==> src/bundlePkg.sv <==
`default_nettype none

package bundlePkg;

	// default register count, the top level overrides it
	parameter int regCountDefault = 16;

	typedef logic [3:0] regId;
	typedef logic [31:0] regValue;
	// zero-extended by the ALU
	typedef logic [7:0] immValue;

	typedef enum logic [2:0]
	{
		opNop = 3'd0,
		opAdd = 3'd1,
		opSub = 3'd2,
		opAnd = 3'd3,
		opOr  = 3'd4,
		opXor = 3'd5,
		opShl = 3'd6,
		opLdi = 3'd7
	} laneOp;

	// op, dest, s, t, imm from high to low bits
	typedef logic [22:0] laneWord;

	// lane A sits in the low bits
	typedef logic [68:0] bundleWord;

	typedef struct packed
	{
		logic    valid;
		laneOp   op;
		regId    dest;
		regId    srcS;
		regId    srcT;
		immValue imm;
	} decodedLane;

	typedef struct packed
	{
		logic    valid;
		regId    dest;
		regValue value;
	} laneResult;

endpackage

`default_nettype wire

==> src/resultStage.sv <==
`timescale 1ns/10ps
`default_nettype none

module resultStage
	import bundlePkg::*;
(
	input  wire            clock,
	input  wire            reset,
	input  wire            stall,
	input  wire            flush,
	input  wire laneResult laneResultA,
	input  wire laneResult laneResultB,
	input  wire laneResult laneResultC,
	output laneResult      resultA,
	output laneResult      resultB,
	output laneResult      resultC
);

	localparam laneResult bubble = '0;

	// stall leaves the execute results in place, so a bubble here
	// keeps each result from retiring twice
	always_ff @(posedge clock)
	begin
		if (reset || flush || stall)
		begin
			resultA <= bubble;
			resultB <= bubble;
			resultC <= bubble;
		end
		else
		begin
			resultA <= laneResultA;
			resultB <= laneResultB;
			resultC <= laneResultC;
		end
	end

endmodule

`default_nettype wire

==> config.mk <==
export PLATFORM = sky130hd
export DESIGN_NAME = resultStage
export DESIGN_NICKNAME = d
export VERILOG_FILES = /design/src/bundlePkg.sv /design/src/resultStage.sv
export SDC_FILE = /design/constraint.sdc
export NUM_CORES = 1
export LEC_CHECK = 0
export BUFFER_PORTS_ARGS = -buffer_cell sky130_fd_sc_hd__buf_2
export CELL_PAD_IN_SITES_DETAIL_PLACEMENT = 0
export CELL_PAD_IN_SITES_GLOBAL_PLACEMENT = 1
export CORE_MARGIN = 2
export CORE_UTILIZATION = 35
export CTS_BUF_LIST = sky130_fd_sc_hd__clkbuf_8
export CTS_CLUSTER_DIAMETER = 200
export CTS_CLUSTER_SIZE = 28
export DETAILED_ROUTE_END_ITERATION = 6
export PLACE_DENSITY_LB_ADDON = 0.1
export SYNTH_ARGS = -nofsm -noshare
export SYNTH_HDL_FRONTEND = slang
export SYNTH_SLANG_ARGS = --single-unit
==> constraint.sdc <==
create_clock -name clock -period 1.05 [get_ports clock]
set_clock_uncertainty 0.2 [all_clocks]
set_input_delay 0.105 -clock clock [delete_from_list [all_inputs] [get_ports clock]]
set_output_delay 0.105 -clock clock [all_outputs]
set_load 0.1 [all_outputs]
Yosys cells after proc, flatten, opt, wreduce, memory -nomap -nowiden
Index checks and enable logic that the tools add are counted.
{"block": "word_totals", "reg_bits": 111, "output_inout_bits": 111, "elab_cells": 11}
{"block": "classes", "reduce_logical": 2}
{"cell": "1-bit logical OR", "count": 2}

Longest topological paths before layout
{"block": "logic_depth", "word_depth": 2, "mapped_depth": 3}

Worst setup path before layout
OpenSTA, ideal clock, no wires.
{"block": "synth_path", "kind": "reg2out", "startpoint": "reg resultA[0] (netlist name)", "endpoint": "out resultA[0] (netlist name)", "t_arrival_ns": 0.909, "t_required_ns": 0.745, "setup_slack_ns": -0.164, "path_stages_with_launch": 1, "path_cell_list": "dfxtp_1"}
{"item": "start, declared", "line": "resultStage.sv:14", "text": "output laneResult resultA,"}
{"item": "start signal, assigned", "line": "resultStage.sv:27", "text": "resultA <= bubble;"}
{"item": "start signal, assigned", "line": "resultStage.sv:33", "text": "resultA <= laneResultA;"}
No word-level cell between the ends.

Worst setup path after layout
{"block": "layout_path", "startpoint": "reg resultB[31] (netlist name)", "endpoint": "out resultB[31] (netlist name)"}
{"item": "start, declared", "line": "resultStage.sv:15", "text": "output laneResult resultB,"}
{"item": "start signal, assigned", "line": "resultStage.sv:28", "text": "resultB <= bubble;"}
{"item": "start signal, assigned", "line": "resultStage.sv:34", "text": "resultB <= laneResultB;"}
No word-level cell between the ends.

==> results_dict.tcl <==
set metrics [dict create \
    outcome "finished, violations left" \
    violations "negative hold slack, negative setup slack" \
    rows 39 \
    dp_hpwl_mm 7.95 \
    initial_core_util_pct 35.8 \
    drc_errors 0 \
    ys.flop_type "dfxtp_1" \
    holdCritPathClass "input pin to flip-flop" \
    pin_count 226 \
    cp_top_family "flip-flops" \
    syn_nets 373 \
    worst_pin_slew_ns 0.336 \
    synth_edf_count 0 \
    vias_per_cell 4.69 \
    worst_ir_drop_vdd_uv 720 \
    cap_violations 0 \
    p_leak_nw 3.25 \
    drt-pass1-iter-count 4 \
    p_per_area_nw_per_um2 1090 \
    core-area_sq_um 11400 \
    fillCellCount 706 \
    ys_types 7 \
    die_area_sq_um 12500 \
    die_y_um 112 \
    max_freq_mhz 814 \
    syn_area_sq_um 4070 \
    ant_nets 0 \
    cp.buffers_inverters 1 \
    worst_slack_ns -0.179 \
    pre_cts_ws_ns -0.104 \
    yosysMostFrequentCell "dfxtp_1" \
    grt_first_pass_wirelength_mm 19.6 \
    ys_seq_area_share_pct 54.5 \
    gr-total-overflow 0 \
    path_class "flip-flop to primary output" \
    finalCritPeriodShare_pct 117 \
    cts_tree "yes" \
    io_buffers 225 \
    antenna_found_initial 0 \
    synthTopCellsByCount "111 x dfxtp_1, 90 x nor4b_2, 21 x nor4b_1, 19 x buf_6, 10 x buf_4" \
    grt_max_degree 37 \
    synth_top_area_share_pct 54.5 \
    cts.sinks 111 \
    worstSetupEndpointType "primary output" \
    critPathArrivalTime_ns 0.92 \
    slowest_delay_ns 0.37 \
    finalCriticalPeriod_ns 1.23 \
    drv_slew 0 \
    final_util_pct 74.5 \
    critPathRequiredTime_ns 0.74 \
    drive_above_1_share_pct 77.6 \
    slew_headroom_pct 77.3 \
    worstPathCellList "buf_12" \
    post_cts_buffers 0 \
    htreeDepth 3 \
    start_kind "flip-flop" \
    areaGrowthSynthToFinish_pct 108 \
    whs_ns -0.0731 \
    nNetsFinal 703 \
    setup_viol 111 \
    cts_buffer_depth 2 \
    totalWireLength_mm 12.2 \
    cts.clk_slew.worst_paths_ns 0.10 \
    fin_setup_tns_ns -16.56 \
    syn_area_per_cell_sq_um 15.8 \
    antenna_cells 0 \
    cts-root-buf "clkbuf_8" \
    path_max_fanout 1 \
    synthArstFlopShare_pct 0 \
    grt_pass1_vias 3746 \
    vias 3451 \
    drtIter0Drc 95 \
    yosys.area.top_type "dfxtp_1" \
    rsz0062_at_grt "yes" \
    synth_seq_cells 111 \
    hold_viol 38 \
    synth_area_leaders "dfxtp_1 55%, nor4b_2 33%, buf_6 5.3%, nor4b_1 4.5%, buf_4 1.8%" \
    gp_congestion 0.758 \
    die_w_um 112 \
    grt_use_total_pct 19.9 \
    synthCells 258 \
    wl_per_cell_um 16.6 \
    critPathSlowestCell "dfxtp_2" \
    hold_buffers 111 \
    synth_warnings 0 \
    cts-buffers-inserted 9 \
]
-- routing by layer --
| layer | up-vias | GRT usage [%] | routed length [um] |
|---|---|---|---|
| met1 | 1630 | 21.7 | 4470 |
| met2 | 168 | 35.1 | 6320 |
| met5 | - | 0 | 0 |
| met4 | 0 | 8.48 | 355 |
| met3 | 24 | 6.75 | 1080 |
| li1 | 1629 | - | - |
-- cell usage in the layout, fill, tap and decap left out --
master,count
clkinvlp_4,2
buf_4,9
nor4b_1,21
dlygate4sd3_1,111
clkinv_2,2
buf_2,111
inv_1,1
clkbuf_8,10
clkinv_4,1
dfxtp_2,111
buf_12,124
nor4b_2,90
-- power breakdown --
part	total [W]	switching [W]	internal, W
Sequential	0.00443	0.0000920	0.00434
Clock	0.00233	0.00141	0.000916
Combinational	0.00246	0.00134	0.00112
Total	0.00922	0.00284	0.00638
-- kinds of logic after synthesis --
kind of cell	after synthesis	share of synthesized area, %
buffers and inverters	36	7.77
AND/OR/NAND/NOR	111	37.7
flip-flops	111	54.5
-- final timing paths --
check | start | endpoint | depth (start not counted)
hold / removal | flush | resultB[25] | 2
setup / recovery | resultB[31] | resultB[31] | 1
-- repair_timing --
action                                  in CTS  in global routing
endpoints found under the setup margin     111                111
hold endpoints to repair                   111                 45
gates resized for setup                      0                  0
cloned                                       0                  0
-- area by class of cell --
class | count | area (sq um) | area share, %
Clock buffer | 10 | 138 | 1.63
Clock inverter | 6 | 37.5 | 0.443
Multi-Input combinational cell | 111 | 1540 | 18.1
Sequential cell | 111 | 2360 | 27.9
Tap cell | 143 | 179 | 2.11
Timing Repair Buffer | 355 | 4220 | 49.8
-- per-stage QoR --
stage                     cell area [sq um]  std cells  power, W
after floorplan                        4210        258   0.00582
after global placement                 7180        609   0.00664
after detailed placement               7180        609   0.00666
after CTS                              8470        736   0.00933
after global routing                   8470        736   0.00960
final                                  8470        736   0.00922
-- registers in the layout, indices dropped and copies added, names as in the netlist --
register / count
resultA: 37
resultC: 37
resultB: 37
Note: power is estimated with default switching activity, not from simulation.
