===== src/bundlePkg.sv =====
`default_nettype none

package bundlePkg;

	// default register count, the top level overrides it
	parameter int regCountDefault = 16;

	typedef logic [3:0] regId;
	typedef logic [31:0] regValue;
	// zero-extended by the ALU
	typedef logic [7:0] immValue;

	typedef enum logic [2:0]
	{
		opNop = 3'd0,
		opAdd = 3'd1,
		opSub = 3'd2,
		opAnd = 3'd3,
		opOr  = 3'd4,
		opXor = 3'd5,
		opShl = 3'd6,
		opLdi = 3'd7
	} laneOp;

	// op, dest, s, t, imm from high to low bits
	typedef logic [22:0] laneWord;

	// lane A sits in the low bits
	typedef logic [68:0] bundleWord;

	typedef struct packed
	{
		logic    valid;
		laneOp   op;
		regId    dest;
		regId    srcS;
		regId    srcT;
		immValue imm;
	} decodedLane;

	typedef struct packed
	{
		logic    valid;
		regId    dest;
		regValue value;
	} laneResult;

endpackage

`default_nettype wire


===== src/registerFile.sv =====
`timescale 1ns/10ps
`default_nettype none

module registerFile
	import bundlePkg::*;
#(
	parameter int regCount = regCountDefault
)
(
	input  wire             clock,
	input  wire             reset,
	input  wire regId [5:0] readIds,
	output regValue [5:0]   readValues,
	input  wire laneResult  writeA,
	input  wire laneResult  writeB,
	input  wire laneResult  writeC
);

	regValue regs [regCount];

	// write-through, the same priority as the write side
	always_comb
	begin
		for (int i = 0; i < $size(readIds); i++)
		begin
			if (readIds[i] == '0)
				readValues[i] = '0;
			else if (writeA.valid && writeA.dest == readIds[i])
				readValues[i] = writeA.value;
			else if (writeB.valid && writeB.dest == readIds[i])
				readValues[i] = writeB.value;
			else if (writeC.valid && writeC.dest == readIds[i])
				readValues[i] = writeC.value;
			else
				readValues[i] = regs[readIds[i]];
		end
	end

	// later assignment wins, so C goes first and A last
	always_ff @(posedge clock)
	begin
		if (reset)
		begin
			for (int i = 0; i < regCount; i++)
				regs[i] <= '0;
		end
		else
		begin
			if (writeC.valid && writeC.dest != '0)
				regs[writeC.dest] <= writeC.value;
			if (writeB.valid && writeB.dest != '0)
				regs[writeB.dest] <= writeB.value;
			if (writeA.valid && writeA.dest != '0)
				regs[writeA.dest] <= writeA.value;
		end
	end

endmodule

`default_nettype wire


===== config.mk =====
export PLATFORM = sky130hd
export DESIGN_NAME = registerFile
export DESIGN_NICKNAME = d
export VERILOG_FILES = /design/src/bundlePkg.sv /design/src/registerFile.sv
export SDC_FILE = /design/constraint.sdc
export NUM_CORES = 2
export LEC_CHECK = 0
export BUFFER_PORTS_ARGS = -buffer_cell sky130_fd_sc_hd__buf_2
export CORE_MARGIN = 2
export CORE_UTILIZATION = 40
export DETAILED_ROUTE_END_ITERATION = 10
export PLACE_DENSITY = 0.52
export SYNTH_ARGS = -nofsm -noshare
export SYNTH_HDL_FRONTEND = slang
export SYNTH_SLANG_ARGS = --single-unit

===== constraint.sdc =====
create_clock -name clock -period 6.8 [get_ports clock]
set_input_delay 1.36 -clock clock [delete_from_list [all_inputs] [get_ports clock]]
set_output_delay 1.36 -clock clock [all_outputs]
set_load 0.02 [all_outputs]

# Yosys cells after proc, flatten, opt, wreduce, memory -nomap -nowiden
# Memory sizes are Yosys's and may differ from the RTL's.
# Index checks and enable logic that the tools add are counted.
# totals
mem_bits_ro	0
latchBits	0
output_inout_bits	192
input_bits	137
n_memories	1
reg_bits	0
ramBits	512
elab_cells	96
# mem_list
memory	depth	word_bits	rd	rd_ports_with_merged_regs	write_ports	line_no	rtl
regs	16	32	6	0	16	registerFile.sv:19	regValue regs [regCount];
# op_classes
n_reduce_logical	33
eq_ne	18
n_mux	44
div_mod_pow	0
shifts	0
n_bitwise	0
add_sub_neg	0
magnitude_cmp	0
n_mul	0
# op_table
cell	n
$mux W32	27
$reduce_or A32 Y1	3
$eq A4 B4 Y1	18
$logic_not A4 Y1	6
$logic_and A1 B1 Y1	21
$mux W1	14
$mux W4	3
$reduce_bool A4 Y1	3

# Logic depth before layout (Yosys ltp)
# logic_depth
word_depth	7
ltp_mapped	9
depth_no_buf	6

# Worst setup path before layout
# Ideal clock, no wire load.
# synth_path
path_kind	input port to flip-flop
from	input reset
to	memory regs[2][0] (netlist bit), enable pin
setup_ns	0.533
required_ns	6.267
arrival_time_ns	5.726
n_path_buf	1
cell_stages	5
setup_slack_ns	0.541
path_cell_list	clkbuf_1 -> nand2b_1 -> nor2_1 -> nand2_1 -> o311ai_0
# synth_lines
element	line_no	rtl
from (decl)	registerFile.sv:11	input wire reset,
to (decl)	registerFile.sv:19	

==> metrics.yaml <==
setup_viol: 0
grt.total_usage_pct: 43.1
start_util_pct: 40.2
leakage_nw: 19.0
cts_resized: 0
outcome: "finished with violations"
ios: 329
violations: "slew limit"
drive_gt1_share_pct: 39.9
dieHeight_um: 372
tightest_slew_ns: 1.72
hold_path_class: "input pin to register"
synth.top_cell.area_share_pct: 35.8
synth-seq-area-share_pct: 28.3
cts_setup_buffers: 0
drtPass1Iterations: 8
final_common_cell: "mux4_2"
initialDrtViolationCount: 9966
clkPwrFrac_pct: 33.2
regMostFlops: "regs"
yosysWarnings: 0
finalSetupTns_ns: 0
grt_pass1_vias: 49800
switching_power_mw: 4.36
chipWidth_um: 372
h-tree-depth: 3
core_sq_um: 135000
ff_latch_area_sq_um: 15400
clk_pin_slew_worst_paths_ns: 0.07
cp-end-kind: "output pin"
synth-edff-count: 512
synth_cell_types: 48
dp.cells: 6242
grt_max_degree: 97
clock-sinks: 512
die_area_sq_um: 139000
ant_nets: 0
swShare_pct: 35.8
grt_overflow: 0
powerDensity_nw_per_um2: 203
gp_congestion: 0.964
postSynthCellCount: 4684
hold_violations: 0
cap_violations: 0
synthTopCellsByArea: "mux4_2 (36%), edfxtp_1 (28%), a22oi_1 (6.6%)"
via_per_inst: 8.36
tritoncts: "built"
critPathLaunchType: "input pin"
period_minus_slack_ns: 6.21
wl_per_cell_um: 47.7
p_int_mw: 7.81
critPathArrivalTime_ns: 4.85
rows: 135
hold_depth: 3
multi_input_area_sq_um: 36500
grt_pass1_wl_um: 413000
layout_common_cells: "mux4_2 (864), edfxtp_1 (512), a22oi_1 (480)"
top_regs: "regs: 512 flops"
slew_viol_final: 1
syn_to_final_growth_pct: 10.3
antenna_found_initial: 27
hp-start: "writeA[27]"
io_buffers: 328
pwr-share-comb_pct: 32.9
power_frac_seq_pct: 33.9
largest_reg_flops: 512
period_share_pct: 91.3
slew_headroom_pct: -14.5
cts_made_buffers: 70
fin_cells: 6386
worstSetupPathType: "input pin to output pin"
drc: 0
min_to: "regs[13][27]"
num-nets-final: 4670
hold_buffers: 0
yosys.area.top_type: "mux4_2"
syn-cell-area_sq_um: 54300
routed_wl_um: 305000
nFillCells: 12400
crit_required_ns: 5.44
crit_fanout: 33
peakVddDrop_uv: 171
cts_root_buf: "clkbuf_16"
max_freq_mhz: 161
whs_ns: 1.26
dpl.hpwl_um: 180000
vias: 53400
async_flop_share_pct: 0
syn_avg_cell_area_sq_um: 11.6
synth_flop_cell: "edfxtp_1"
ys_ff_latch: 512
cts_buffer_depth: 3
rsz0062_at_grt: "no"
logic make-up after synthesis:
logic type | after synthesis | share of synthesized area (%)
xor+xnor | 72 | 1.16
mux | 931 | 37.1
flops | 512 | 28.3
buf+inv | 763 | 5.73
simple gates | 766 | 5.99
other cells | 1 | 0.00691
compound gates | 1639 | 21.7
power by group through the flow:
stage / logic (mW) / registers (mW) / clock network [mW]
2_1_floorplan: 2.54 / 4.00 / 0
3_3_place_gp: 3.82 / 4.14 / 0
3_5_place_dp: 3.83 / 4.16 / 0
4_1_cts: 3.84 / 4.09 / 4.04
5_1_grt: 4.07 / 4.15 / 4.13
6_report: 4.01 / 4.13 / 4.04
critical path: stages:
cell and delay, ns:
buf_2 0.46, xnor2_1 0.18, nand2_1 0.10, nor4_4 0.17, buf_4 0.71, nand2_2 0.83, buf_4 0.48, o22ai_1 0.24
a211oi_1 0.07, buf_2 0.18
cell usage after synthesis, drive strengths merged (3+ instances only):
cell type	number
a31oi	4
mux4	864
or2	30
xnor2	18
o221ai	95
nand3b	5
mux2	31
clkbuf	544
nand2b	11
a21oi	357
xor2	54
nor2b	20
mux2i	36
buf	219
nor4	15
o221a	192
o22ai	62
nor3b	3
nor3	27
nand3	17
nor2	352
o21ai	229
edfxtp	512
or4	5
nand2	272
a211oi	94
a22o	60
a22oi	480
a221oi	60
final cells by class:
class | instances | area share (%)
diodes | 18 | 0.0752
clock buffers | 83 | 3.08
clock inverters | 43 | 0.903
multi-input cells | 3440 | 61.0
flip-flops and latches | 512 | 25.7
well taps | 1781 | 3.72
repair buffers | 509 | 5.57
routing by layer:
layer	share of wire (%)	global-route usage, %	wire (um)
met1	33	53.0	100000
met2	40	57.7	121000
met3	18	21.8	55200
met4	9.0	31.3	27500
met5	0.13	1.71	388
worst max-delay path by stage:
stage                 from         endpoint  slack (ns)  cells past startpoint
2_1_floorplan        reset       regs[2][0]        0.54                      5
3_3_place_gp   readIds[14]  readValues[104]        1.02                     10
3_5_place_dp   readIds[14]  readValues[104]        1.00                     10
4_1_cts        readIds[14]  readValues[104]         1.0                     10
5_1_grt        readIds[14]  readValues[104]        0.73                     10
6_report       readIds[14]  readValues[104]        0.59                     10
through the flow:
step           utilization (%)  power (mW)  instance area, sq um  worst slack, ns
3_3_place_gp              42.5        7.97                 57500             1.02
6_report                  44.3        12.2                 59900            0.593
5_1_grt                   44.3        12.3                 59900            0.733
2_1_floorplan                -        6.55                 54400            0.541
3_5_place_dp              42.5        7.99                 57500             1.00
4_1_cts                   44.3        12.0                 59800            0.997
(Power assumes the default switching activity.)
