--- src/bundlePkg.sv ---
`default_nettype none

package bundlePkg;

	// default register count, the top level overrides it
	parameter int regCountDefault = 16;

	typedef logic [3:0] regId;
	typedef logic [31:0] regValue;
	// zero-extended by the ALU
	typedef logic [7:0] immValue;

	typedef enum logic [2:0]
	{
		opNop = 3'd0,
		opAdd = 3'd1,
		opSub = 3'd2,
		opAnd = 3'd3,
		opOr  = 3'd4,
		opXor = 3'd5,
		opShl = 3'd6,
		opLdi = 3'd7
	} laneOp;

	// op, dest, s, t, imm from high to low bits
	typedef logic [22:0] laneWord;

	// lane A sits in the low bits
	typedef logic [68:0] bundleWord;

	typedef struct packed
	{
		logic    valid;
		laneOp   op;
		regId    dest;
		regId    srcS;
		regId    srcT;
		immValue imm;
	} decodedLane;

	typedef struct packed
	{
		logic    valid;
		regId    dest;
		regValue value;
	} laneResult;

endpackage

`default_nettype wire

--- src/bundleDecoder.sv ---
`timescale 1ns/10ps
`default_nettype none

module bundleDecoder
	import bundlePkg::*;
(
	input  wire            clock,
	input  wire            reset,
	input  wire            stall,
	input  wire            flush,
	input  wire bundleWord bundleIn,
	input  wire            bundleValid,
	output decodedLane     decodedA,
	output decodedLane     decodedB,
	output decodedLane     decodedC
);

	localparam int laneBits = $bits(laneWord);

	bundleWord bundleReg;
	logic      bundleRegValid;

	// turn one raw lane into issue controls
	function automatic decodedLane splitLane(laneWord word, logic live);
		decodedLane lane;
		lane = {live, word};
		// nothing to write back for nop or an empty slot
		if (!live || lane.op == opNop)
			lane.dest = '0;
		// ldi reads no registers
		if (lane.op == opLdi)
		begin
			lane.srcS = '0;
			lane.srcT = '0;
		end
		return lane;
	endfunction

	always_ff @(posedge clock)
	begin
		if (reset || flush)
			bundleRegValid <= 1'b0;
		else if (!stall)
			bundleRegValid <= bundleValid;
	end

	// bundle payload held under stall
	always_ff @(posedge clock)
	begin
		if (!stall)
			bundleReg <= bundleIn;
	end

	assign decodedA = splitLane(bundleReg[0 * laneBits +: laneBits], bundleRegValid);
	assign decodedB = splitLane(bundleReg[1 * laneBits +: laneBits], bundleRegValid);
	assign decodedC = splitLane(bundleReg[2 * laneBits +: laneBits], bundleRegValid);

endmodule

`default_nettype wire

--- config.mk ---
export PLATFORM = sky130hd
export DESIGN_NAME = bundleDecoder
export DESIGN_NICKNAME = d
export VERILOG_FILES = /design/src/bundlePkg.sv /design/src/bundleDecoder.sv
export SDC_FILE = /design/constraint.sdc
export NUM_CORES = 1
export LEC_CHECK = 0
export BUFFER_PORTS_ARGS = -buffer_cell sky130_fd_sc_hd__buf_2
export CAP_MARGIN = 25
export CORE_MARGIN = 2
export CORE_UTILIZATION = 44
export DETAILED_ROUTE_END_ITERATION = 12
export PLACE_DENSITY = 0.81
export SLEW_MARGIN = 20
export SYNTH_ARGS = -nofsm -noshare
export SYNTH_HDL_FRONTEND = slang
export SYNTH_SLANG_ARGS = --single-unit
export TNS_END_PERCENT = 100
--- constraint.sdc ---
create_clock -name clock -period 2.7 [get_ports clock]
set_input_delay 0.54 -clock clock [delete_from_list [all_inputs] [get_ports clock]]
set_output_delay 0.54 -clock clock [all_outputs]
set_load 0.02 [all_outputs]
Word-level counts from Yosys, hierarchy flattened

Cells that the tools add are included.

Output and inout bits: 72
Bits of input ports: 74
Register bits: 70

Reductions and logical operators: 8
Muxes and demuxes: 6
Equality and inequality tests: 3

Operators with widths:

| cell               | number |
|---|---|
| $mux 8             | 3 |
| $mux 4             | 3 |
| $eq 3x3->1 const B | 3 |
| $logic_not 3->1    | 3 |
| $logic_or 1x1->1   | 4 |
| $logic_not 1->1    | 1 |

Logic depth before layout (Yosys ltp)

Gate-level depths: netlist (run 1).

Word-level depth: 3
Depth in mapped cells: 2

Least setup slack after synthesis (run 1)

Ideal clock, no wire load.

Path type: input port to flip-flop
From: in stall
To: reg bundleReg[0], enable pin
Stages: 1
Path buffers: 0
Slack: 0.399 ns
Library setup time: 0.423 ns
Data required time: 2.277 ns
Arrival: 1.879 ns
Path through: inv_1

RTL lines:

| item                 | line                | RTL |
|---|---|---|
| from (decl)          | bundleDecoder.sv:9  | `input wire stall,` |
| to (signal assigned) | bundleDecoder.sv:51 | `bundleReg <= bundleIn;` |
| to (decl)            | bundleDecoder.sv:20 | `bundleWord bundleReg;` |

No word-level cell between the ends.

==> key figures, run 1 <==
Outcome
  – Status: complete, no violations

Clocking
  – H-tree Lvls: 3
  – Clock Path Buffers: 2
  – CTS Root Buffer Type: clkbuf_8
  – Number of clock sinks: 70
  – Clock latency at the later pin of the worst-skew pair: 0.32 ns
  – CTS Hold Bufs: 0
  – PostCTS Resize Cnt: 0
  – TritonCTS Buffers: 9
  – Setup bufs post-CTS: 0
  – TritonCTS clock tree: yes
  – CTS clk-pin slew, worst paths: 0.07 ns

Worst setup path
  – CP delay by family, top: simple AND/OR/NAND/NOR gates
  – CP cell instances: or3_4 > and3_1 > buf_2
  – Buf/Inv on CP: 1
  – Reg-to-Reg Start: bundleRegValid$_SDFFE_PP0N_
  – Startpoint types: flop
  – CP Capture Type: primary output
  – Setup crit end: decodedA[18]
  – Setup crit start: bundleReg[20]$_DFFE_PN_
  – Worst path slowest cell: edfxtp_1
  – Largest stage delay, worst path: roughly 0.42 ns
  – Crit Path Class: flop to primary output
  – Critical R2R Capture: bundleRegValid$_SDFFE_PP0N_
  – CP Max Fanout: 4
  – Data required, critical path: between 2 and 2.5 ns
  – Worst path depth: 3
  – R2R depth: 2
  – Worst reg-to-reg setup slack: 1.73 ns
  – Worst EP arrival: between 1.5 and 2 ns

Yosys
  – Synthesized area: 0.00266 mm^2
  – Ys Warns: 0
  – Async S/R FF share, synth: 0%
  – Post-Syn Area per Cell: 17.5 um^2
  – Sequential fraction of the synthesis area: roughly 79%
  – Area leader, netlist: edfxtp_1
  – Most instantiated cells after synthesis: edfxtp_1 (69), buf_4 (36), and2_1 (24), and3_1 (12)
  – EDFF count, synth: 69
  – Netlist cell types: 11
  – Predominant post-synthesis flop cell: edfxtp_1
  – Synth top area share: 77.9%
  – Mapped Cells: 152
  – Most common cell in the synthesized netlist: edfxtp_1
  – Seq cells post-synth: 70
  – Synth Net Count: approximately 230
  – Synth area leaders: edfxtp_1 (78%), buf_4 (10%), and2_1 (5.6%)

Route
  – Vias per Instance: 4.39
  – DR vias: 1547
  – DRT Pass-1 Iters: 4
  – DRC viols: 0
  – Antenna Violating Nets Remaining: 0
  – Post-Route WL: around 4.5 mm
  – DR WL/cell: approximately 13 um
  – First DRT Iteration DRCs: 22

Finish
  – Nets: 346
  – Number of antenna diodes: 0
  – Area grow syn2layout: 29.3%
  – Layout cells sized above 1: 59.2%

GRT
  – Grt ovf: 0
  – Initial antenna violation count: 0
  – Largest net degree at the start of global routing: 70
  – First-pass GRT wire length: 6.47 mm
  – Vias in the first global route: 1461
  – GRT Overall Usage: between 10% and 20%

Power and ir drop
  – Leak: 1.55 nW
  – IR drop worst, VDD: 0.000474 V
  – Power Total: 0.00248 W
  – Pwr Density: around 700 mW/mm^2

Placed design
  – Final HPWL from detailed placement: 3.42 mm
  – Gpl congestion: 0.641
  – PortBufs: ~150
  – Place WS: 1.00 ns

Timing
  – Slew Viols, Final: 0
  – Layout Skew: 0 ns
  – Worst Tran Pin Value: 0.476 ns
  – Fmax: 487 MHz
  – Slew Limit Headroom: a little under 70%
  – Final setup viols: 0
  – Tmin final: between 2 and 2.5 ns
  – RSZ-0062 raised after global routing: no
  – Tcrit/Tclk final: approximately 76%
  – Worst Slack Setup Final: 0.648 ns
  – Fin. Hold Viols: 0
  – Setup TNS: 0 ns

Floorplan
  – Width of the die: 81.7 um
  – # IOs: 146
  – Site Rows: 28
  – Core Region: 0.00589 mm^2
  – Starting density of the core: 45.2%
  – Die Area: 0.00668 mm^2
  – Die height: 81.7 um

Worst hold path
  – Hold crit path type: input port to flop
  – Hold depth: 2

Flow run
  – Max-cap viol count: 0
[metal layers]
metal	wire (um)	GRT usage, %
met1	1600	14.1
met2	2320	22.2
met3	548	6.48
met4	82	8.00
met5	0	0
[worst register-to-register path: cells and delay by family, from the launching register on]
family	cells	cell delay, ns
DFF	1	0.62
muxes	1	0.14
and+or+nand+nor	1	0.14
[power by group]
part	leakage [nW]	switching, W	internal [W]	total, W
registers	0.683	0.0000253	0.00129	0.00131
clock network	0.104	0.000360	0.000513	0.000874
logic	0.760	0.000176	0.000114	0.000290
[area by class of cell]
type                       instances  area, um^2
clock buffer                       9         124
clock inverter                     7        88.8
fill                             476        2450
inverter                           1        3.75
multi-input combinational         44         289
sequential                        70        2090
tap                               75        93.8
timing repair buffer             146         746
[worst min-delay path by stage]
stage / from / to / slack, ns
after detailed placement: flush / bundleRegValid$_SDFFE_PP0N_ / 0.71
after floorplan: bundleRegValid$_SDFFE_PP0N_ / bundleRegValid$_SDFFE_PP0N_ / 0.55
final: flush / bundleRegValid$_SDFFE_PP0N_ / 0.37
after global routing: flush / bundleRegValid$_SDFFE_PP0N_ / 0.36
after CTS: flush / bundleRegValid$_SDFFE_PP0N_ / 0.35
after global placement: reset / bundleRegValid$_SDFFE_PP0N_ / 0.70
[cell usage in the layout (no fill, tap or decap), drive strengths merged]
cell / count
mux2i: 1
nor3: 1
clkinv: 4
or3: 3
clkinvlp: 1
and2: 24
buf: 146
and3: 12
bufinv: 2
dfxtp: 1
inv: 1
edfxtp: 69
clkbuf: 9
nand3: 3
[flip-flops by register name, summed over array words and instances, names as in the netlist]
name            flops
bundleRegValid      1
bundleReg          69
[stage by stage]
step	std cells	utilization [%]	instance area (um^2)	hold slack (ns)
floorplan	152	-	2660	0.550
global placement	336	54.8	3220	0.703
detailed placement	336	54.8	3220	0.706
CTS	352	58.4	3440	0.353
global route	352	58.4	3440	0.355
finish	352	58.4	3440	0.372
[kinds of logic (layout without fill, tap and decap cells)]
family                 after synthesis  count (layout)  share of synthesized area (%)
DFF                                 70              70                           78.7
and+or+nand+nor                     43              43                           10.5
buffers and inverters               38             163                           10.4
muxes                                1               1                          0.376
Power figures use the tool's default switching activity.
==> inputs of run 2 (changes only) <==
Settings changed: ABC_AREA from default to 1, CORE_UTILIZATION 44 to 40, PLACE_DENSITY 0.81 to 0.78.
Clock period 2.7 ns to 1.65 ns, I/O delays scaled along.
==> run 2 against run 1 <==
Net effect: via count grew 9.2%; synthesized area is 2.0% higher; clock skew unchanged; utilization shrank 5.1 points; global-route usage grew 0.23 points; critical endpoint is now decodedC[19].
==> key figures, run 2 <==
Clocking
  – Clock latency at the later pin of the worst-skew pair: 0.32 ns
  – CTS Root Buffer Type: clkbuf_8
  – TritonCTS clock tree: yes
  – CTS Hold Bufs: 0
  – H-tree Lvls: 3
  – CTS clk-pin slew, worst paths: 0.08 ns
  – Clock Path Buffers: 2
  – Number of clock sinks: 70
  – TritonCTS Buffers: 9

Timing
  – Worst Slack Setup Final: between 0.02 and 0.025 ns
  – Fmax: between 600 and 700 MHz
  – Worst Tran Pin Value: 0.280 ns
  – RSZ-0062 raised after global routing: yes
  – Slew Limit Headroom: 81.3%
  – Tmin final: 1.63 ns
  – Slew Viols, Final: 0
  – Layout Skew: 0 ns
  – Tcrit/Tclk final: 98.5%
  – Final setup viols: 0
  – Fin. Hold Viols: 0

Finish
  – Register area: 0.00209 mm^2
  – Area grow syn2layout: 31.4%
  – Area taken by multi-input logic gates: roughly 250 um^2
  – Layout cells sized above 1: 52.6%
  – Nets: 396
  – Largest Register: bundleReg
  – Design area: 0.00356 mm^2
  – Most frequent cells in the layout: buf_2 (141), edfxtp_1 (69), inv_1 (39)
  – Top flop regs: bundleReg: 69 flops, bundleRegValid: 1 flops
  – Max reg flops: 69
  – Commonest non-fill, non-tap cell in the layout: buf_2
  – Number of antenna diodes: 0
  – FILL cells: 596

Floorplan
  – Die Area: around 0.0075 mm^2
  – Starting density of the core: 40.6%
  – Die height: roughly 86 um
  – Width of the die: 86.4 um
  – Site Rows: 30
  – # IOs: 146
  – Core Region: 0.00668 mm^2

Power and ir drop
  – Pwr Density: 1110 mW/mm^2
  – Leak: about 1.8 nW
  – IR drop worst, VDD: 0.000710 V

Yosys
  – Area leader, netlist: edfxtp_1
  – Most instantiated cells after synthesis: edfxtp_1 (69), inv_1 (40), buf_4 (36), nand2_1 (30), nor2_1 (18)
  – Synthesized area: 0.00271 mm^2
  – Mapped Cells: 198
  – Most common cell in the synthesized netlist: edfxtp_1
  – Synth Net Count: 272
  – Post-Syn Area per Cell: 13.7 um^2
  – Sequential fraction of the synthesis area: 77.1%
  – Async S/R FF share, synth: 0%
  – EDFF count, synth: 69
  – Synth area leaders: edfxtp_1 (76%), buf_4 (10%), inv_1 (5.5%)
  – Netlist cell types: 8
  – Seq cells post-synth: 70
  – Synth top area share: 76.4%
  – Ys Warns: 0
  – Predominant post-synthesis flop cell: edfxtp_1

Worst setup path
  – Worst EP arrival: ~1.3 ns
  – Data required, critical path: between 1 and 1.5 ns
  – Worst path slowest cell: edfxtp_1
  – CP Max Fanout: 4
  – Setup crit start: bundleReg[67]$_DFFE_PN_
  – Startpoint types: flop
  – Crit path top cell by count: nor2_1
  – CP delay by family, top: flip-flops
  – CP Capture Type: primary output
  – Critical R2R Capture: bundleRegValid$_SDFFE_PP0N_
  – CP cell instances: nor2_1 > nand2_1 > nand2_2 > nor2_1 > buf_2
  – Buf/Inv on CP: 1
  – Largest stage delay, worst path: 0.45 ns
  – Worst reg-to-reg setup slack: 0.97 ns
  – R2R depth: 2
  – Crit Path Class: flop to primary output
  – Reg-to-Reg Start: bundleRegValid$_SDFFE_PP0N_

GRT
  – Vias in the first global route: 1687
  – GRT Overall Usage: 13.8%
  – Initial antenna violation count: 0
  – Largest net degree at the start of global routing: between 50 and 60
  – Grt ovf: 0
  – First-pass GRT wire length: 7.49 mm

Worst hold path
  – Hold depth: 1
  – Hold crit path type: input port to flop
  – Min-delay src: bundleIn[6]
  – Worst Hold End: bundleReg[6]$_DFFE_PN_

Outcome
  – Status: complete, no violations

Route
  – DRC viols: 0
  – DRT Pass-1 Iters: 4
  – Vias per Instance: 4.15
  – Post-Route WL: 5.04 mm
  – DR vias: 1690
  – Antenna Violating Nets Remaining: 0
  – First DRT Iteration DRCs: 42
  – DR WL/cell: 12.4 um

Placed design
  – Gpl congestion: 0.764
  – Place WS: around 0.29 ns
  – Area post-placement: 0.00330 mm^2
  – Final HPWL from detailed placement: 3.74 mm
  – PortBufs: 145

Flow run
  – Max-cap viol count: 0
-- run 2: worst max path at each step --
stage	to	slack, ns	cells past startpoint
global placement	decodedA[16]	0.27	3
CTS	decodedA[18]	0.001	5
global route	decodedC[19]	-0.04	5
finish	decodedC[19]	0.02	5
detailed placement	decodedA[18]	0.29	3
floorplan	bundleReg[0]$_DFFE_PN_	-0.04	1
-- run 2: power breakdown --
part / switching, W / internal, W / total, W
Sequential: 0.0000513 / 0.00211 / 0.00216
Clock: 0.000591 / 0.000687 / 0.00128
Combinational: 0.000327 / 0.000194 / 0.000521
-- run 2: logic make-up after synthesis --
logic type / Yosys count / share of synthesized area [%]
and+or+nand+nor: 51 / 7.20
buffers and inverters: 76 / 15.5
AOI/OAI and AO/OA: 1 / 0.184
DFF: 70 / 77.1
-- run 2: final cells by class --
type	count	area share, %
Clock inverter	5	1.40
Multi-Input combinational cell	52	6.88
Timing Repair Buffer	149	22.2
Clock buffer	11	3.69
Inverter	40	4.32
Sequential cell	70	58.7
Tap cell	80	2.81
-- run 2: timing repair --
item	4_1_cts	5_1_grt
hold endpoints to repair	0	0
buffers inserted	0	2
gates resized for setup	5	14
pin swaps	0	6
setup endpoints to repair	31	24
-- run 2: routing by layer --
layer | vias up | part of all wire (%) | global-route usage (%)
li1 | 843 | - | -
met1 | 759 | 35 | 13.3
met2 | 76 | 55 | 24.1
met3 | 12 | 8.1 | 5.62
met4 | 0 | 2.3 | 8.66
met5 | - | 0 | 0
-- run 2: worst reg2reg max path, stage by stage (launching register included) --
cell     delay, ns
dfxtp_2       0.45
nor2_1        0.08
nor2_1        0.09
-- run 2: through the flow --
| step | hold WS, ns | util, % | power (W) | TNS [ns] | std cells |
|---|---|---|---|---|---|
| floorplan | 0.429 | - | 0.00255 | -2.66 | 198 |
| global placement | 0.506 | 49.4 | 0.00269 | 0 | 389 |
| detailed placement | 0.508 | 49.4 | 0.00271 | 0 | 389 |
| CTS | 0.137 | 52.4 | 0.00400 | 0 | 405 |
| global route | 0.133 | 53.3 | 0.00413 | -0.280 | 407 |
| finish | 0.164 | 53.3 | 0.00396 | 0 | 407 |
==> inputs of run 3 (changes only) <==
Settings changed: ABC_AREA 1 to 0, BUFFER_PORTS_ARGS -buffer_cell sky130_fd_sc_hd__buf_2 to default, CORE_UTILIZATION 40 to 55, DONT_BUFFER_PORTS from default to 1, PLACE_DENSITY 0.78 to 0.75.
==> run 3 against run 2 <==
Net effect: the run now ends with setup timing left; clock power about the same; via count down 35%; setup slack worse by 0.062 ns; power down 4.6%; clock skew unchanged; global-route usage up 2.0 points; fmax down 3.7%; sequential cell count unchanged; utilization up 8.0 points; critical endpoint is now decodedC[17].
==> key figures, run 3 (same netlist as run 1, synthesis figures left out) <==
Outcome
  – Status: complete, but fails checks
  – Failing checks: setup timing

Worst setup path
  – CP cell instances: or3_4 > and3_4
  – Data required, critical path: 1.32 ns
  – Startpoint types: flop
  – Worst reg-to-reg setup slack: 0.84 ns
  – Setup crit end: decodedC[17]
  – Critical R2R Capture: bundleRegValid$_SDFFE_PP0N_
  – Setup crit start: bundleReg[67]$_DFFE_PN_
  – Worst EP arrival: 1.36 ns
  – R2R depth: 2
  – Crit Path Class: flop to primary output
  – CP Max Fanout: 4
  – CP Capture Type: primary output
  – Reg-to-Reg Start: bundleRegValid$_SDFFE_PP0N_
  – Largest stage delay, worst path: 0.42 ns
  – Worst path slowest cell: or3_4

GRT
  – M1 GR Usage: about 15%
  – Largest net degree at the start of global routing: 70
  – First-pass GRT wire length: 5.82 mm
  – Vias in the first global route: around 1100
  – Busiest layer in global routing: met2
  – Met2 usage: 25.7%
  – GRT Overall Usage: 15.8%
  – Grt ovf: 0
  – Initial antenna violation count: 0
  – Met3 Resource Use GR: 8.23%

Clocking
  – Number of clock sinks: 70
  – CTS Root Buffer Type: clkbuf_8
  – TritonCTS Buffers: 9
  – Clock Path Buffers: 2
  – H-tree Lvls: 3
  – CTS clk-pin slew, worst paths: 0.07 ns
  – TritonCTS clock tree: yes
  – Clock latency at the later pin of the worst-skew pair: 0.32 ns

Finish
  – Commonest non-fill, non-tap cell in the layout: edfxtp_1
  – Max reg flops: 69
  – Register area: 0.00209 mm^2
  – Nets: approximately 210
  – Top flop regs: bundleReg: 69 flops, bundleRegValid: 1 flops
  – Area taken by multi-input logic gates: 418 um^2
  – Finished Core Util: 61.3%
  – Design area: 0.00288 mm^2
  – Layout cells sized above 1: around half
  – Number of antenna diodes: 0
  – Area grow syn2layout: 8.24%
  – Largest Register: bundleReg
  – Most frequent cells in the layout: edfxtp_1 (69), and2_4 (13), and3_4 (12), buf_4 (12), and2_2 (11)
  – FILL cells: 348

Route
  – Vias per Instance: 5.56
  – Post-Route WL: 4.32 mm
  – First DRT Iteration DRCs: 58
  – DRC viols: 0
  – DR vias: 1101
  – DR WL/cell: 21.8 um
  – Antenna Violating Nets Remaining: 0
  – DRT Pass-1 Iters: 4

Power and ir drop
  – IR drop worst, VDD: 0.000818 V
  – Power Total: 0.00378 W
  – Pwr Density: approximately 1300 mW/mm^2
  – Leak: 1.01 nW

Floorplan
  – Width of the die: 73.5 um
  – Die height: 73.5 um
  – # IOs: around 150
  – Site Rows: 25
  – Core Region: 0.00469 mm^2
  – Starting density of the core: a little under three fifths
  – Die Area: about 0.0054 mm^2

Flow run
  – Max-cap viol count: 0

Timing
  – Setup TNS: -0.271 ns
  – Worst Slack Setup Final: -0.0382 ns
  – Slew Viols, Final: 0
  – Layout Skew: 0 ns
  – Worst Tran Pin Value: 0.362 ns
  – Final setup viols: 12
  – Fmax: between 500 and 600 MHz
  – Tcrit/Tclk final: 102%
  – Tmin final: 1.69 ns
  – Slew Limit Headroom: 75.9%
  – WHS: 0.0704 ns
  – RSZ-0062 raised after global routing: yes
  – Fin. Hold Viols: 0

Placed design
  – Area post-placement: 0.00255 mm^2
  – Gpl congestion: between 0.6 and 0.7
  – PortBufs: 0

Worst hold path
  – Hold crit path type: input port to flop
run 3: how the worst min path moves through the flow:
stage           from                     endpoint  slack, ns  cells past startpoint
3_3_place_gp   reset  bundleRegValid$_SDFFE_PP0N_       0.41                      1
3_5_place_dp   reset  bundleRegValid$_SDFFE_PP0N_       0.41                      1
5_1_grt        reset  bundleRegValid$_SDFFE_PP0N_       0.06                      1
6_report       reset  bundleRegValid$_SDFFE_PP0N_       0.07                      1
2_1_floorplan  reset  bundleRegValid$_SDFFE_PP0N_       0.41                      1
4_1_cts        reset  bundleRegValid$_SDFFE_PP0N_       0.06                      1
run 3: routing by layer:
| metal | share of wire [%] | wire, um |
|---|---|---|
| met1 | 32 | 1390 |
| met2 | 57 | 2450 |
| met3 | 8.5 | 368 |
| met4 | 2.6 | 114 |
| met5 | 0 | 0 |
run 3: stage by stage:
step           std cells  setup slack (ns)
3_3_place_gp         180             0.286
2_1_floorplan        152           -0.0282
5_1_grt              198           -0.0803
6_report             198           -0.0382
3_5_place_dp         180             0.253
4_1_cts              198           -0.0492
run 3: final cells by class:
cell class	count	share of cell area, %
Sequential cell	70	72.7
Multi-Input combinational cell	44	14.5
Clock buffer	11	4.57
Timing Repair Buffer	13	3.83
Tap cell	54	2.35
Clock inverter	5	1.74
Inverter	1	0.261
run 3: timing repair:
item / 4_1_cts / 5_1_grt
hold buffers: 0 / 0
gates resized for setup: 52 / 14
buffers inserted: 2 / 0
endpoints found under the setup margin: 36 / 29
pin swaps: 6 / 3
run 3: report_power, final:
part | switching, W | leakage (nW) | total, W | internal (W)
combinational | 0.000196 | 0.233 | 0.000306 | 0.000110
clock | 0.000558 | 0.0968 | 0.00125 | 0.000689
sequential | 0.000111 | 0.684 | 0.00223 | 0.00211
total | 0.000866 | 1.01 | 0.00378 | 0.00291
run 3: worst max-delay path: cells and delay by family (launching register included):
kind / cells / cell delay, ns
simple gates: 2 / 0.64
flops: 1 / 0.40
